===== src/hdl/axi_mem_pkg.sv =====
`default_nettype none

package axi_mem_pkg;

  // AXI bus widths
  localparam int ADDR_W = 16;
  localparam int DATA_W = 32;
  localparam int STRB_W = DATA_W / 8;
  localparam int ID_W   = 4;

  // AXI len field holds the number of beats minus one
  localparam int LEN_W  = 8;

  // Byte offset bits inside one bus word
  localparam int OFFS_W = $clog2(STRB_W);

  // Only response ever returned on B and R
  localparam logic [1:0] RESP_OKAY = 2'b00;

  // One byte address, seen either flat or as word index plus byte offset.
  // The flat view goes on the bus ports, the split view steps bursts and indexes the RAM
  typedef union packed {
    logic [ADDR_W-1:0] flat;
    struct packed {
      logic [ADDR_W-OFFS_W-1:0] word;
      logic [OFFS_W-1:0]        offs;
    } split;
  } mem_addr_t;

endpackage

`default_nettype wire


===== src/hdl/burst_if.sv =====
`default_nettype none

interface burst_if import axi_mem_pkg::*; ();

  // Burst setup and beat stepping
  logic             load;
  mem_addr_t        start_addr;
  logic [LEN_W-1:0] len;
  logic [ID_W-1:0]  id;
  logic             step;

  // Current beat of the active burst
  mem_addr_t        addr;
  logic [LEN_W-1:0] beat_count;
  logic             last;
  logic [ID_W-1:0]  id_q;

  modport seq (
    output load, start_addr, len, id, step,
    input  last
  );

  modport cnt (
    input  load, start_addr, len, id, step,
    output addr, beat_count, last, id_q
  );

  modport data (
    input addr, beat_count, last, id_q
  );

endinterface

`default_nettype wire


===== src/hdl/beat_counter.sv =====
`default_nettype none

module beat_counter import axi_mem_pkg::*; (
  input  logic clk_i,
  input  logic rst_i,
  burst_if.cnt bus
);

  mem_addr_t        addr_q;
  logic [LEN_W-1:0] len_q;
  logic [LEN_W-1:0] count_q;
  logic [ID_W-1:0]  id_q;

  // Address and id of the burst
  always_ff @(posedge clk_i) begin
    if (bus.load) begin
      addr_q <= bus.start_addr;
      id_q   <= bus.id;
    end else if (bus.step) begin
      // INCR: next word, aligned from the second beat on
      addr_q.split.word <= addr_q.split.word + 1'b1;
      addr_q.split.offs <= '0;
    end
  end

  always_ff @(posedge clk_i) begin
    if (rst_i) begin
      len_q   <= '0;
      count_q <= '0;
    end else if (bus.load) begin
      len_q   <= bus.len;
      count_q <= '0;
    end else if (bus.step) begin
      count_q <= count_q + 1'b1;
    end
  end

  assign bus.addr       = addr_q;
  assign bus.beat_count = count_q;
  assign bus.last       = (count_q == len_q);
  assign bus.id_q       = id_q;

  // Once the final beat has been stepped, nothing steps until the next burst is loaded
  a_no_step_past_last: assert property (@(posedge clk_i) disable iff (rst_i)
    (bus.step && bus.last) |=> (!bus.step until bus.load))
    else $error("Beat step after the last beat of the burst");

endmodule

`default_nettype wire


===== src/flat_wrapper.sv =====
// flat-port wrapper written by rule: the top's interface ports become plain ports
module beat_counter_flat import axi_mem_pkg::*;
  (clk_i, rst_i, bus_load, bus_start_addr, bus_len, bus_id, bus_step, bus_addr, bus_beat_count, bus_last, bus_id_q);
  burst_if bus_i ();
  input  logic clk_i;
  input  logic rst_i;
  input wire logic [$bits(bus_i.load)-1:0] bus_load;
  input wire logic [$bits(bus_i.start_addr)-1:0] bus_start_addr;
  input wire logic [$bits(bus_i.len)-1:0] bus_len;
  input wire logic [$bits(bus_i.id)-1:0] bus_id;
  input wire logic [$bits(bus_i.step)-1:0] bus_step;
  output wire logic [$bits(bus_i.addr)-1:0] bus_addr;
  output wire logic [$bits(bus_i.beat_count)-1:0] bus_beat_count;
  output wire logic [$bits(bus_i.last)-1:0] bus_last;
  output wire logic [$bits(bus_i.id_q)-1:0] bus_id_q;
  assign bus_i.load = bus_load;
  assign bus_i.start_addr = bus_start_addr;
  assign bus_i.len = bus_len;
  assign bus_i.id = bus_id;
  assign bus_i.step = bus_step;
  assign bus_addr = bus_i.addr;
  assign bus_beat_count = bus_i.beat_count;
  assign bus_last = bus_i.last;
  assign bus_id_q = bus_i.id_q;
  beat_counter u_core (.clk_i(clk_i), .rst_i(rst_i), .bus(bus_i));
endmodule

===== config.mk =====
export PLATFORM = sky130hd
export DESIGN_NAME = beat_counter_flat
export DESIGN_NICKNAME = d
export VERILOG_FILES = /design/src/hdl/axi_mem_pkg.sv /design/src/hdl/burst_if.sv /design/src/hdl/beat_counter.sv /design/src/flat_wrapper.sv
export SDC_FILE = /design/constraint.sdc
export NUM_CORES = 1
export LEC_CHECK = 0
export BUFFER_PORTS_ARGS = -buffer_cell sky130_fd_sc_hd__clkbuf_2
export CORE_MARGIN = 2
export CORE_UTILIZATION = 49
export CTS_CLUSTER_DIAMETER = 50
export DETAILED_ROUTE_END_ITERATION = 10
export PLACE_DENSITY = 0.77
export SYNTH_ARGS = -nofsm -noshare
export SYNTH_HDL_FRONTEND = slang
export SYNTH_SLANG_ARGS = --single-unit

===== constraint.sdc =====
create_clock -name clk_i -period 1.7 [get_ports clk_i]
set_input_delay 0.085 -clock clk_i [delete_from_list [all_inputs] [get_ports clk_i]]
set_output_delay 0.085 -clock clk_i [all_outputs]
set_load 0.01 [all_outputs]

==> impl_results.rst, run 1 <==
.. list-table::
   :header-rows: 1

   * - Metric
     - Value
   * - Worst r2r dst
     - u_core.bus.addr[12]
   * - Data arrival, critical path
     - 1.61 ns
   * - Type of destination of the critical path
     - flip-flop
   * - Normalized max-slew margin
     - 0.745
   * - Via count of the first global-routing pass
     - 1380
   * - Actual transition at the worst max-transition pin
     - 0.383 ns
   * - Min Tclk post-route
     - 1.52 ns
   * - Starting DRC count in detailed routing
     - 96
   * - Syn_nets
     - 197
   * - Number of fillers in the final layout
     - 291
   * - Number of nets in the final layout
     - 277
   * - RSZ-0062 raised after global routing
     - no
   * - Total negative setup slack
     - 0 ns
   * - CTS Hold Buffers Added
     - 12
   * - Standard-cell rows
     - 21
   * - Final Hold Fails
     - 0
   * - Largest stage delay on the critical path
     - 0.40 ns
   * - Number of antenna violations at the first check in global routing
     - 0
   * - Maximum level of the CTS H-tree
     - 2
   * - I/O pin cnt
     - 61
   * - Ordered list of cells on the worst path
     - ha_1 -> nand4_1 -> nor3_1 -> xnor2_1 -> o21ai_0
   * - Buffers plus inverters on the worst setup path
     - 0
   * - Placed cell count
     - 270
   * - First-pass GRT wire length
     - 6090 um
   * - Syn Area/Cell
     - 10.6 um^2
   * - Post-CTS setup buffers
     - 0
   * - Final design instance area without fill
     - 2320 um^2
   * - Run status
     - complete, no violations
   * - Post-synthesis sequential area ratio
     - 0.531
   * - Starting utilization of the core area
     - 0.516
   * - Power Total
     - 0.00197 W
   * - Share of synthesized registers carrying an async set or reset
     - 0
   * - Worst-path fanout max
     - 4
   * - End of the critical path
     - u_core.bus.addr[12]
   * - Floorplan core area
     - 3360 um^2
   * - Y dimension of the die
     - 63.5 um
   * - Via density per instance
     - 4.84
   * - TritonCTS clock tree
     - done
   * - Worst R2R Start
     - u_core.bus.addr[3]
   * - Insertion delay to the later sink of the worst-skew pair
     - 0.34 ns
   * - Type of the worst setup path
     - reg2reg
   * - Worst endpoint required time
     - 1.79 ns
   * - Maximum buffer depth of the clock tree
     - 2
   * - Largest net degree at the start of global routing
     - 21
   * - Setup-failing EPs final
     - 0
   * - Number of pins exceeding their max-slew limit in the final report
     - 0
   * - Count of different cell masters after synthesis
     - 26
   * - Antenna diode count
     - 0
   * - Total of buffers placed on input and output ports
     - 60
   * - Post-route fraction of the period consumed by the critical path
     - 0.894
   * - Detailed Place HPWL
     - 2690 um
   * - Floorplan die width
     - 63.5 um
   * - Number of stages on the worst setup path
     - 5
   * - Clock slew seen by the registers of the worst setup and hold paths
     - 0.10 ns
   * - Layout overhead on the synthesized area
     - 33.7%
   * - Top_reg_cell synth
     - sky130_fd_sc_hd__edfxtp_1
   * - Inserted Clock Buffers
     - 5
   * - Number of enable-type register cells in the synthesized netlist
     - 20
   * - Cell type group with the largest total delay on the critical path
     - flip-flops
   * - Post-synthesis cell count
     - 163
   * - Aggregate global-route resource usage
     - 0.197
   * - Number of iterations in the first detailed-routing pass
     - 2
   * - Clock tree root buffer cell
     - sky130_fd_sc_hd__clkbuf_4
   * - Number of flip-flops and latches in the synthesized netlist
     - 36
   * - Class of the tightest hold or removal check
     - in2reg
   * - Non-filler instance count after layout
     - 290
   * - CP startpoint
     - u_core.bus.addr[3]
   * - Kind of start point of the critical path
     - flip-flop
   * - Clock Skew
     - 0.00440 ns
   * - Share of layout cells above drive strength 1
     - 0.336
   * - Number of sinks on the clock net
     - 36
   * - Cell area reported after detailed placement
     - 2120 um^2
   * - Worst IR Drop VDD
     - 0.583 mV
   * - Cell with the biggest individual delay on the critical path
     - sky130_fd_sc_hd__edfxtp_1
   * - Via count
     - 1404
   * - Minimum setup slack among reg-to-reg paths
     - 0.18 ns
   * - Antenna Nets Post-Route
     - 0
   * - Count of maximum capacitance violations
     - 0
   * - Routed WL per cell
     - 12.5 um
   * - Power density over the cells
     - 851 nW/um^2
   * - Final weighted congestion in routability-driven placement
     - 0.769
   * - Count of instances resized after the clock tree is built
     - 0
   * - Cells on worst reg2reg path
     - 5
   * - Leak pwr
     - 0.979 nW
   * - Post-synthesis cell area
     - 1740 um^2
   * - Overflow left after global routing
     - 0
   * - Achievable Freq
     - 0.658 GHz
   * - Warnings, synthesis
     - 0
   * - DRC viols
     - 0
   * - Final routed wirelength across all metal layers
     - 3630 um
   * - Die ar.
     - 4030 um^2
## final cells by class
type / instances / area [um^2] / share of cell area
Clock buffer: 6 / 41.3 / 0.0178
Clock inverter: 2 / 35.0 / 0.0151
Timing Repair Buffer: 80 / 480 / 0.207
Inverter: 2 / 7.51 / 0.00324
Sequential cell: 36 / 921 / 0.397
Tap cell: 46 / 57.6 / 0.0248
Multi-Input combinational cell: 118 / 777 / 0.335
## synthesized netlist by cell type, types with 2 or more instances
| master | count | share of area |
|---|---|---|
| sky130_fd_sc_hd__clkbuf_1 | 4 | 0.0086 |
| sky130_fd_sc_hd__edfxtp_1 | 20 | 0.35 |
| sky130_fd_sc_hd__mux2i_1 | 9 | 0.052 |
| sky130_fd_sc_hd__or3_1 | 2 | 0.0072 |
| sky130_fd_sc_hd__ha_1 | 2 | 0.014 |
| sky130_fd_sc_hd__nand3_1 | 6 | 0.017 |
| sky130_fd_sc_hd__xnor2_1 | 16 | 0.081 |
| sky130_fd_sc_hd__o21ai_0 | 12 | 0.035 |
| sky130_fd_sc_hd__mux2_2 | 2 | 0.013 |
| sky130_fd_sc_hd__buf_2 | 3 | 0.0086 |
| sky130_fd_sc_hd__nor2_1 | 18 | 0.039 |
| sky130_fd_sc_hd__nand2_1 | 19 | 0.041 |
| sky130_fd_sc_hd__dfxtp_1 | 16 | 0.18 |
| sky130_fd_sc_hd__xor2_1 | 8 | 0.040 |
| sky130_fd_sc_hd__or2_2 | 2 | 0.0072 |
| sky130_fd_sc_hd__nand4_1 | 7 | 0.025 |
| sky130_fd_sc_hd__and2_1 | 2 | 0.0072 |
| sky130_fd_sc_hd__inv_1 | 2 | 0.0043 |
| sky130_fd_sc_hd__nor3_1 | 5 | 0.014 |
| sky130_fd_sc_hd__a21oi_1 | 2 | 0.0058 |
## metal layers
layer	part of all wire	wire length (um)	vias to the layer above	track usage
met5	0	0	-	0
met4	0.021	77	0	0.0897
met3	0.063	230	8	0.0500
met2	0.46	1690	44	0.322
met1	0.45	1630	620	0.244
li1	-	-	732	-
## registers in the layout (all words and copies together), names as in the netlist
register	count
u_core.bus.addr	16
u_core.bus.beat_count	8
u_core.bus.id_q	4
u_core.len_q	8
## cell usage in the layout, fill, tap and decap left out, drive strengths merged
| master | synthesis | final |
|---|---|---|
| a21oi | 2 | 2 |
| mux2i | 9 | 9 |
| ha | 2 | 2 |
| mux2 | 2 | 2 |
| clkbuf | 4 | 66 |
| a311o | 1 | 1 |
| nor2 | 18 | 18 |
| and2 | 2 | 2 |
| dlygate4sd3 | 0 | 12 |
| or3 | 2 | 2 |
| buf | 3 | 8 |
| xor2 | 8 | 8 |
| inv | 2 | 2 |
| clkinv | 0 | 1 |
| dfxtp | 16 | 16 |
| nor4 | 1 | 1 |
| or2 | 2 | 2 |
| xnor2 | 16 | 16 |
| and4 | 1 | 1 |
| bufinv | 0 | 1 |
| nor3 | 5 | 5 |
| nand3 | 7 | 7 |
| nand2 | 19 | 19 |
| edfxtp | 20 | 20 |
| nand4 | 8 | 8 |
| o21ai | 13 | 13 |
## per-stage QoR
stage,utilization,worst slack (ns),hold slack [ns]
final,0.690,0.180,0.0285
after global routing,0.690,0.0770,0.0110
after CTS,0.690,0.165,0.00675
after detailed placement,0.631,0.178,0.271
after global placement,0.631,0.224,0.268
after floorplan,-,0.181,0.184
## how the worst min path moves through the flow
stage / from / end / slack [ns] / cells past startpoint
2_1_floorplan: bus_id[0] / u_core.bus.id_q[0] / 0.18 / 0
3_3_place_gp: bus_id[2] / u_core.bus.id_q[2] / 0.27 / 1
3_5_place_dp: bus_id[1] / u_core.bus.id_q[1] / 0.27 / 1
4_1_cts: bus_start_addr[1] / u_core.bus.addr[1] / 0.007 / 2
5_1_grt: bus_start_addr[1] / u_core.bus.addr[1] / 0.01 / 2
6_report: bus_start_addr[1] / u_core.bus.addr[1] / 0.03 / 2
## cells by family (layout without fill, tap and decap cells)
kind of cell    after synthesis  count (layout)  share of synthesized area
compound gates               16              16                     0.0490
flops                        36              36                      0.531
mux                          11              11                     0.0649
xor+xnor                     24              24                      0.121
simple gates                 65              65                      0.198
buf+inv                       9              90                     0.0216
fa+ha+maj                     2               2                     0.0144
## power breakdown
part	internal, W	total [W]	switching (W)
Clock	0.000308	0.000583	0.000275
Sequential	0.000995	0.00106	0.0000610
Combinational	0.000170	0.000336	0.000165
Note: power is estimated with default switching activity, not from simulation.
==> run 2: changes to the inputs <==
ABC_AREA = 1   (was unset)
CAP_MARGIN = 20   (was unset)
CORE_UTILIZATION = 50   (was 49)
SLEW_MARGIN = 0   (was unset)
==> impl_results.rst, run 2 <==
.. list-table::
   :header-rows: 1

   * - Metric
     - Value
   * - Clock slew seen by the registers of the worst setup and hold paths
     - 0.08 ns
   * - Starting DRC count in detailed routing
     - 55
   * - Standard-cell rows
     - 22
   * - Maximum buffer depth of the clock tree
     - 2
   * - Maximum level of the CTS H-tree
     - 2
   * - Normalized max-slew margin
     - 0.536
   * - Syn_nets
     - 261
   * - Destination of the worst hold path
     - u_core.len_q[1]
   * - Share of synthesized registers carrying an async set or reset
     - 0
   * - Setup-failing EPs final
     - 0
   * - Worst IR Drop VDD
     - 0.529 mV
   * - Flip-flop count of the largest register, all copies and words added
     - 16
   * - First-pass GRT wire length
     - 6890 um
   * - Highest-count cells in the layout ignoring fill and taps
     - sky130_fd_sc_hd__clkbuf_2 (60), sky130_fd_sc_hd__nand2_1 (58), sky130_fd_sc_hd__nor2_1 (31), sky130_fd_sc_hd__inv_1 (20), sky130_fd_sc_hd__edfxtp_1 (20)
   * - Layout overhead on the synthesized area
     - 25.6%
   * - Die ar.
     - 4230 um^2
   * - Total negative setup slack
     - 0 ns
   * - Detailed Place HPWL
     - 3000 um
   * - Warnings, synthesis
     - 0
   * - Total of buffers placed on input and output ports
     - 60
   * - Number of antenna violations at the first check in global routing
     - 0
   * - Post-synthesis sequential area ratio
     - 0.495
   * - Final routed wirelength across all metal layers
     - 4070 um
   * - Top cells by instance count after synthesis
     - sky130_fd_sc_hd__nand2_1 (58), sky130_fd_sc_hd__nor2_1 (31), sky130_fd_sc_hd__edfxtp_1 (20), sky130_fd_sc_hd__inv_1 (20), sky130_fd_sc_hd__dfxtp_1 (16)
   * - Clock Skew
     - 0.0100 ns
   * - Antenna Nets Post-Route
     - 0
   * - Minimum setup slack among reg-to-reg paths
     - 0.26 ns
   * - Cell depth of the worst hold path
     - 3
   * - Final weighted congestion in routability-driven placement
     - 0.792
   * - Min Tclk post-route
     - 1.44 ns
   * - Antenna diode count
     - 0
   * - Y dimension of the die
     - 65 um
   * - Data arrival, critical path
     - 1.49 ns
   * - Floorplan die width
     - 65 um
   * - Cells taking the most area after synthesis
     - sky130_fd_sc_hd__edfxtp_1 (32%), sky130_fd_sc_hd__dfxtp_1 (17%), sky130_fd_sc_hd__nand2_1 (12%), sky130_fd_sc_hd__nor2_1 (6.3%), sky130_fd_sc_hd__inv_1 (4.0%)
   * - Number of iterations in the first detailed-routing pass
     - 4
   * - DRC viols
     - 0
   * - RSZ-0062 raised after global routing
     - no
   * - Number of flip-flops and latches in the synthesized netlist
     - 36
   * - Starting utilization of the core area
     - 0.516
   * - Top_reg_cell synth
     - sky130_fd_sc_hd__edfxtp_1
   * - Floorplan core area
     - 3610 um^2
   * - Aggregate global-route resource usage
     - 0.211
   * - Clock tree root buffer cell
     - sky130_fd_sc_hd__clkbuf_8
   * - Run status
     - complete, no violations
   * - Cell type with the largest total area after synthesis
     - sky130_fd_sc_hd__edfxtp_1
   * - Worst R2R Start
     - u_core.bus.addr[3]
   * - Power density over the cells
     - 851 nW/um^2
   * - Cells on worst reg2reg path
     - 7
   * - Overflow left after global routing
     - 0
   * - Largest net degree at the start of global routing
     - 28
   * - Count of maximum capacitance violations
     - 0
   * - Most common cell after layout, fill and taps aside
     - sky130_fd_sc_hd__clkbuf_2
   * - Worst-path fanout max
     - 5
   * - Final design instance area without fill
     - 2340 um^2
   * - Worst endpoint required time
     - 1.75 ns
   * - I/O pin cnt
     - 61
   * - Most repeated cell in the gate-level netlist after synthesis
     - sky130_fd_sc_hd__nand2_1
   * - Insertion delay to the later sink of the worst-skew pair
     - 0.29 ns
   * - Final Hold Fails
     - 0
   * - Hold Worst Slack
     - 0.0240 ns
   * - Share of layout cells above drive strength 1
     - 0.310
   * - Type of destination of the critical path
     - flip-flop
   * - Start point of the worst hold path
     - bus_len[1]
   * - Post-CTS setup buffers
     - 0
   * - Number of pins exceeding their max-slew limit in the final report
     - 0
   * - Inserted Clock Buffers
     - 5
   * - Class of the tightest hold or removal check
     - in2reg
   * - TritonCTS clock tree
     - done
   * - Number of nets in the final layout
     - 330
   * - Type of the worst setup path
     - reg2reg
   * - Worst r2r dst
     - u_core.bus.addr[10]
   * - Post-route fraction of the period consumed by the critical path
     - 0.845
   * - Number of enable-type register cells in the synthesized netlist
     - 20
   * - Leak pwr
     - 1.10 nW
   * - Number of sinks on the clock net
     - 36
   * - Via density per instance
     - 4.88
   * - Actual transition at the worst max-transition pin
     - 0.694 ns
   * - Kind of start point of the critical path
     - flip-flop
   * - Achievable Freq
     - 0.696 GHz
   * - Count of different cell masters after synthesis
     - 26
   * - Cell area reported after detailed placement
     - 2210 um^2
   * - Via count
     - 1682
   * - Area fraction of the dominant cell type after synthesis
     - 0.323
   * - Via count of the first global-routing pass
     - 1647
   * - Syn Area/Cell
     - 8.20 um^2
   * - Routed WL per cell
     - 11.8 um
   * - Post-synthesis cell area
     - 1860 um^2
   * - Post-synthesis cell count
     - 227
==> run 2: repair_timing <==
item                                   CTS  global route
gates resized for setup                  0             0
endpoints found under the hold margin    4             0
hold buffers                             4             0
==> run 2: worst max path at each step <==
stage	startpoint	to	slack, ns	cells past startpoint
floorplan	u_core.bus.addr[3]	u_core.bus.addr[10]	0.32	7
detailed placement	u_core.bus.addr[2]	u_core.bus.addr[10]	0.26	7
global placement	u_core.bus.addr[3]	u_core.bus.addr[10]	0.35	7
finish	u_core.bus.addr[3]	u_core.bus.addr[10]	0.26	7
CTS	u_core.bus.addr[2]	u_core.bus.addr[10]	0.25	7
global route	u_core.bus.beat_count[3]	bus_last	0.15	5
==> run 2: layer usage <==
metal / up-vias / share of wire / track usage
li1: 875 / - / -
met1: 762 / 0.44 / 0.262
met2: 39 / 0.50 / 0.372
met3: 6 / 0.051 / 0.0382
met4: 0 / 0.0093 / 0.0638
met5: - / 0 / 0
==> run 2: cells by family (layout without fill, tap and decap cells) <==
group	Yosys count	count (layout)	share of synthesized area
fa+ha+maj	2	2	0.0134
buf+inv	27	97	0.0619
compound gates	28	28	0.0861
simple gates	126	126	0.306
flops	36	36	0.495
xor+xnor	8	8	0.0377
==> run 2: final cells by class <==
cell class | instances | area, um^2
clock buffer | 7 | 86.3
clock inverter | 1 | 3.75
timing repair buffer | 66 | 355
fill | 334 | 1270
sequential | 36 | 921
inverter | 23 | 86.3
multi-input combinational | 164 | 825
tap | 48 | 60.1
==> run 2: through the flow <==
step / utilization / setup slack [ns] / power [W] / cells
finish: 0.648 / 0.263 / 0.00199 / 345
global route: 0.648 / 0.151 / 0.00208 / 345
CTS: 0.648 / 0.251 / 0.00200 / 345
detailed placement: 0.612 / 0.257 / 0.00139 / 333
global placement: 0.612 / 0.349 / 0.00138 / 333
floorplan: - / 0.323 / 0.00125 / 227
==> run 2: power by group <==
group          internal [W]  total, W  switching (W)  leakage, nW
clock network      0.000324  0.000613       0.000289       0.0459
registers          0.000995   0.00106      0.0000623        0.336
logic              0.000135  0.000319       0.000184        0.718
==> run 2: critical path, stage by stage (launching register included) <==
cell                       delay, ns
sky130_fd_sc_hd__edfxtp_1       0.42
sky130_fd_sc_hd__ha_1           0.25
sky130_fd_sc_hd__nand2_2        0.10
sky130_fd_sc_hd__nor2_4         0.13
sky130_fd_sc_hd__nand2_2        0.07
sky130_fd_sc_hd__xnor2_1        0.13
sky130_fd_sc_hd__nand2_1        0.06
sky130_fd_sc_hd__nand2_1        0.05
==> run 3: changes to the inputs <==
CORE_UTILIZATION = 45   (was 50)
PLACE_DENSITY = 0.73   (was 0.77)
clock period = 1.3 ns   (was 1.7 ns; I/O delays follow)
==> impl_results.rst, run 3 (synthesized netlist as in run 2, its figures left out) <==
.. list-table::
   :header-rows: 1

   * - Metric
     - Value
   * - Via density per instance
     - 4.99
   * - Total of buffers placed on input and output ports
     - 60
   * - Largest net degree at the start of global routing
     - 22
   * - Number of sinks on the clock net
     - 36
   * - Hold Worst Slack
     - 0.0128 ns
   * - Clock Skew
     - 0.00641 ns
   * - Aggregate global-route resource usage
     - 0.208
   * - Layout overhead on the synthesized area
     - 36.8%
   * - Number of pins exceeding their max-slew limit in the final report
     - 0
   * - Die ar.
     - 4660 um^2
   * - Floorplan die width
     - 68.3 um
   * - Violations in the final reports
     - setup timing
   * - Clock tree root buffer cell
     - sky130_fd_sc_hd__clkbuf_8
   * - Run status
     - finished, violations left
   * - Final design instance area without fill
     - 2540 um^2
   * - Cell type group with the largest total delay on the critical path
     - flip-flops
   * - Routed WL per cell
     - 11.9 um
   * - Inserted Clock Buffers
     - 5
   * - Via count
     - 1825
   * - RSZ-0062 raised after global routing
     - yes
   * - Normalized max-slew margin
     - 0.809
   * - Power density over the cells
     - 1030 nW/um^2
   * - Starting utilization of the core area
     - 0.465
   * - Type of the worst setup path
     - reg2reg
   * - Worst-path fanout max
     - 5
   * - Setup-failing EPs final
     - 1
   * - Share of layout cells above drive strength 1
     - 0.386
   * - Cell area reported after detailed placement
     - 2290 um^2
   * - Fraction of the core area covered by cells at the end of the flow
     - 0.636
   * - Final weighted congestion in routability-driven placement
     - 0.856
   * - Worst IR Drop VDD
     - 0.748 mV
   * - Overflow left after global routing
     - 0
   * - Most common cell after layout, fill and taps aside
     - sky130_fd_sc_hd__clkbuf_2
   * - I/O pin cnt
     - 61
   * - Class of the tightest hold or removal check
     - in2reg
   * - Count of maximum capacitance violations
     - 0
   * - Y dimension of the die
     - 68.3 um
   * - First-pass GRT wire length
     - 7110 um
   * - Number of antenna violations at the first check in global routing
     - 0
   * - Antenna Nets Post-Route
     - 0
   * - Floorplan core area
     - 4000 um^2
   * - Cell with the biggest individual delay on the critical path
     - sky130_fd_sc_hd__edfxtp_1
   * - Fin worst setup slack
     - -0.00494 ns
   * - Standard-cell rows
     - 23
   * - Final routed wirelength across all metal layers
     - 4360 um
   * - Power Total
     - 0.00263 W
   * - Ordered list of cells on the worst path
     - ha_4 -> nand2_4 -> nor2_4 -> nand2_2 -> xnor2_1 -> nand2_1 -> nand2_1
   * - Number of iterations in the first detailed-routing pass
     - 4
   * - Min Tclk post-route
     - 1.30 ns
   * - DRC viols
     - 0
   * - Number of nets in the final layout
     - 349
   * - Worst endpoint required time
     - 1.35 ns
   * - Buffers plus inverters on the worst setup path
     - 0
   * - Flip-flop count of the largest register, all copies and words added
     - 16
   * - Achievable Freq
     - 0.766 GHz
   * - Clock slew seen by the registers of the worst setup and hold paths
     - 0.07 ns
   * - Antenna diode count
     - 0
   * - Final Hold Fails
     - 0
   * - Detailed Place HPWL
     - 3260 um
   * - Starting DRC count in detailed routing
     - 73
   * - Post-route fraction of the period consumed by the critical path
     - 1.00
   * - Highest-count cells in the layout ignoring fill and taps
     - sky130_fd_sc_hd__clkbuf_2 (59), sky130_fd_sc_hd__nand2_1 (58), sky130_fd_sc_hd__nor2_1 (29), sky130_fd_sc_hd__edfxtp_1 (20), sky130_fd_sc_hd__inv_1 (19)
   * - Insertion delay to the later sink of the worst-skew pair
     - 0.28 ns
   * - Actual transition at the worst max-transition pin
     - 0.286 ns
   * - Kind of start point of the critical path
     - flip-flop
   * - Type of destination of the critical path
     - flip-flop
   * - Cell seen most often among critical-path stages
     - sky130_fd_sc_hd__nand2_1
   * - Data arrival, critical path
     - 1.36 ns
   * - Leak pwr
     - 1.22 nW
   * - Via count of the first global-routing pass
     - 1711
   * - Maximum level of the CTS H-tree
     - 2
   * - Maximum buffer depth of the clock tree
     - 2
   * - Largest stage delay on the critical path
     - 0.39 ns
   * - TritonCTS clock tree
     - done
[run 3: cell types whose count changed in the layout (fill, tap and decap cells not counted), sizes merged]
cell and change:
clkinv +2, dlygate4sd3 +4, clkbuf -3, buf +16
[run 3: worst paths after layout]
kind              depth (start not counted)                from             endpoint  slack (ns)
setup / recovery                          7  u_core.bus.addr[2]  u_core.bus.addr[10]      -0.005
hold / removal                            3          bus_len[6]      u_core.len_q[6]        0.01
setup reg to reg                          7  u_core.bus.addr[2]  u_core.bus.addr[10]      -0.005
hold reg to reg                           2     u_core.len_q[3]      u_core.len_q[3]        0.48
[run 3: metal layers]
| metal | wire length (um) | GRT usage | vias to the layer above |
|---|---|---|---|
| met4 | 93 | 0.0925 | 0 |
| met1 | 1900 | 0.239 | 838 |
| met5 | 0 | 0 | - |
| met3 | 297 | 0.0625 | 9 |
| li1 | - | - | 919 |
| met2 | 2060 | 0.356 | 59 |
[run 3: area by class of cell]
class / instances / area (um^2)
Clock buffer: 5 / 68.8
Timing Repair Buffer: 85 / 508
Sequential cell: 36 / 936
Inverter: 23 / 86.3
Clock inverter: 3 / 13.8
Tap cell: 50 / 62.6
Multi-Input combinational cell: 164 / 870
Fill cell: 350 / 1460
[run 3: power breakdown]
part           leakage, nW  total (W)  internal [W]  switching (W)
Sequential           0.340    0.00137       0.00130      0.0000744
Combinational        0.835   0.000498      0.000228       0.000270
Clock               0.0453   0.000757      0.000364       0.000393
Total                 1.22    0.00263       0.00189       0.000738
[run 3: worst min-delay path: cells and delay by family]
family                 cells  cell delay [ns]
and+or+nand+nor            2             0.13
buffers and inverters      1             0.07
[run 3: through the flow]
stage	setup TNS [ns]	setup slack (ns)	cells
floorplan	-0.115	-0.0722	227
global placement	0	0.0263	345
detailed placement	-0.00810	-0.00810	345
CTS	-0.0388	-0.0226	364
global route	-0.788	-0.103	366
finish	-0.00494	-0.00494	366
[run 3: timing repair]
action | 4_1_cts | 5_1_grt
hold buffers | 8 | 0
setup endpoints to repair | 2 | 10
gates resized for setup | 11 | 10
pin swaps | 7 | 7
setup buffers | 4 | 2
endpoints found under the hold margin | 8 | 0
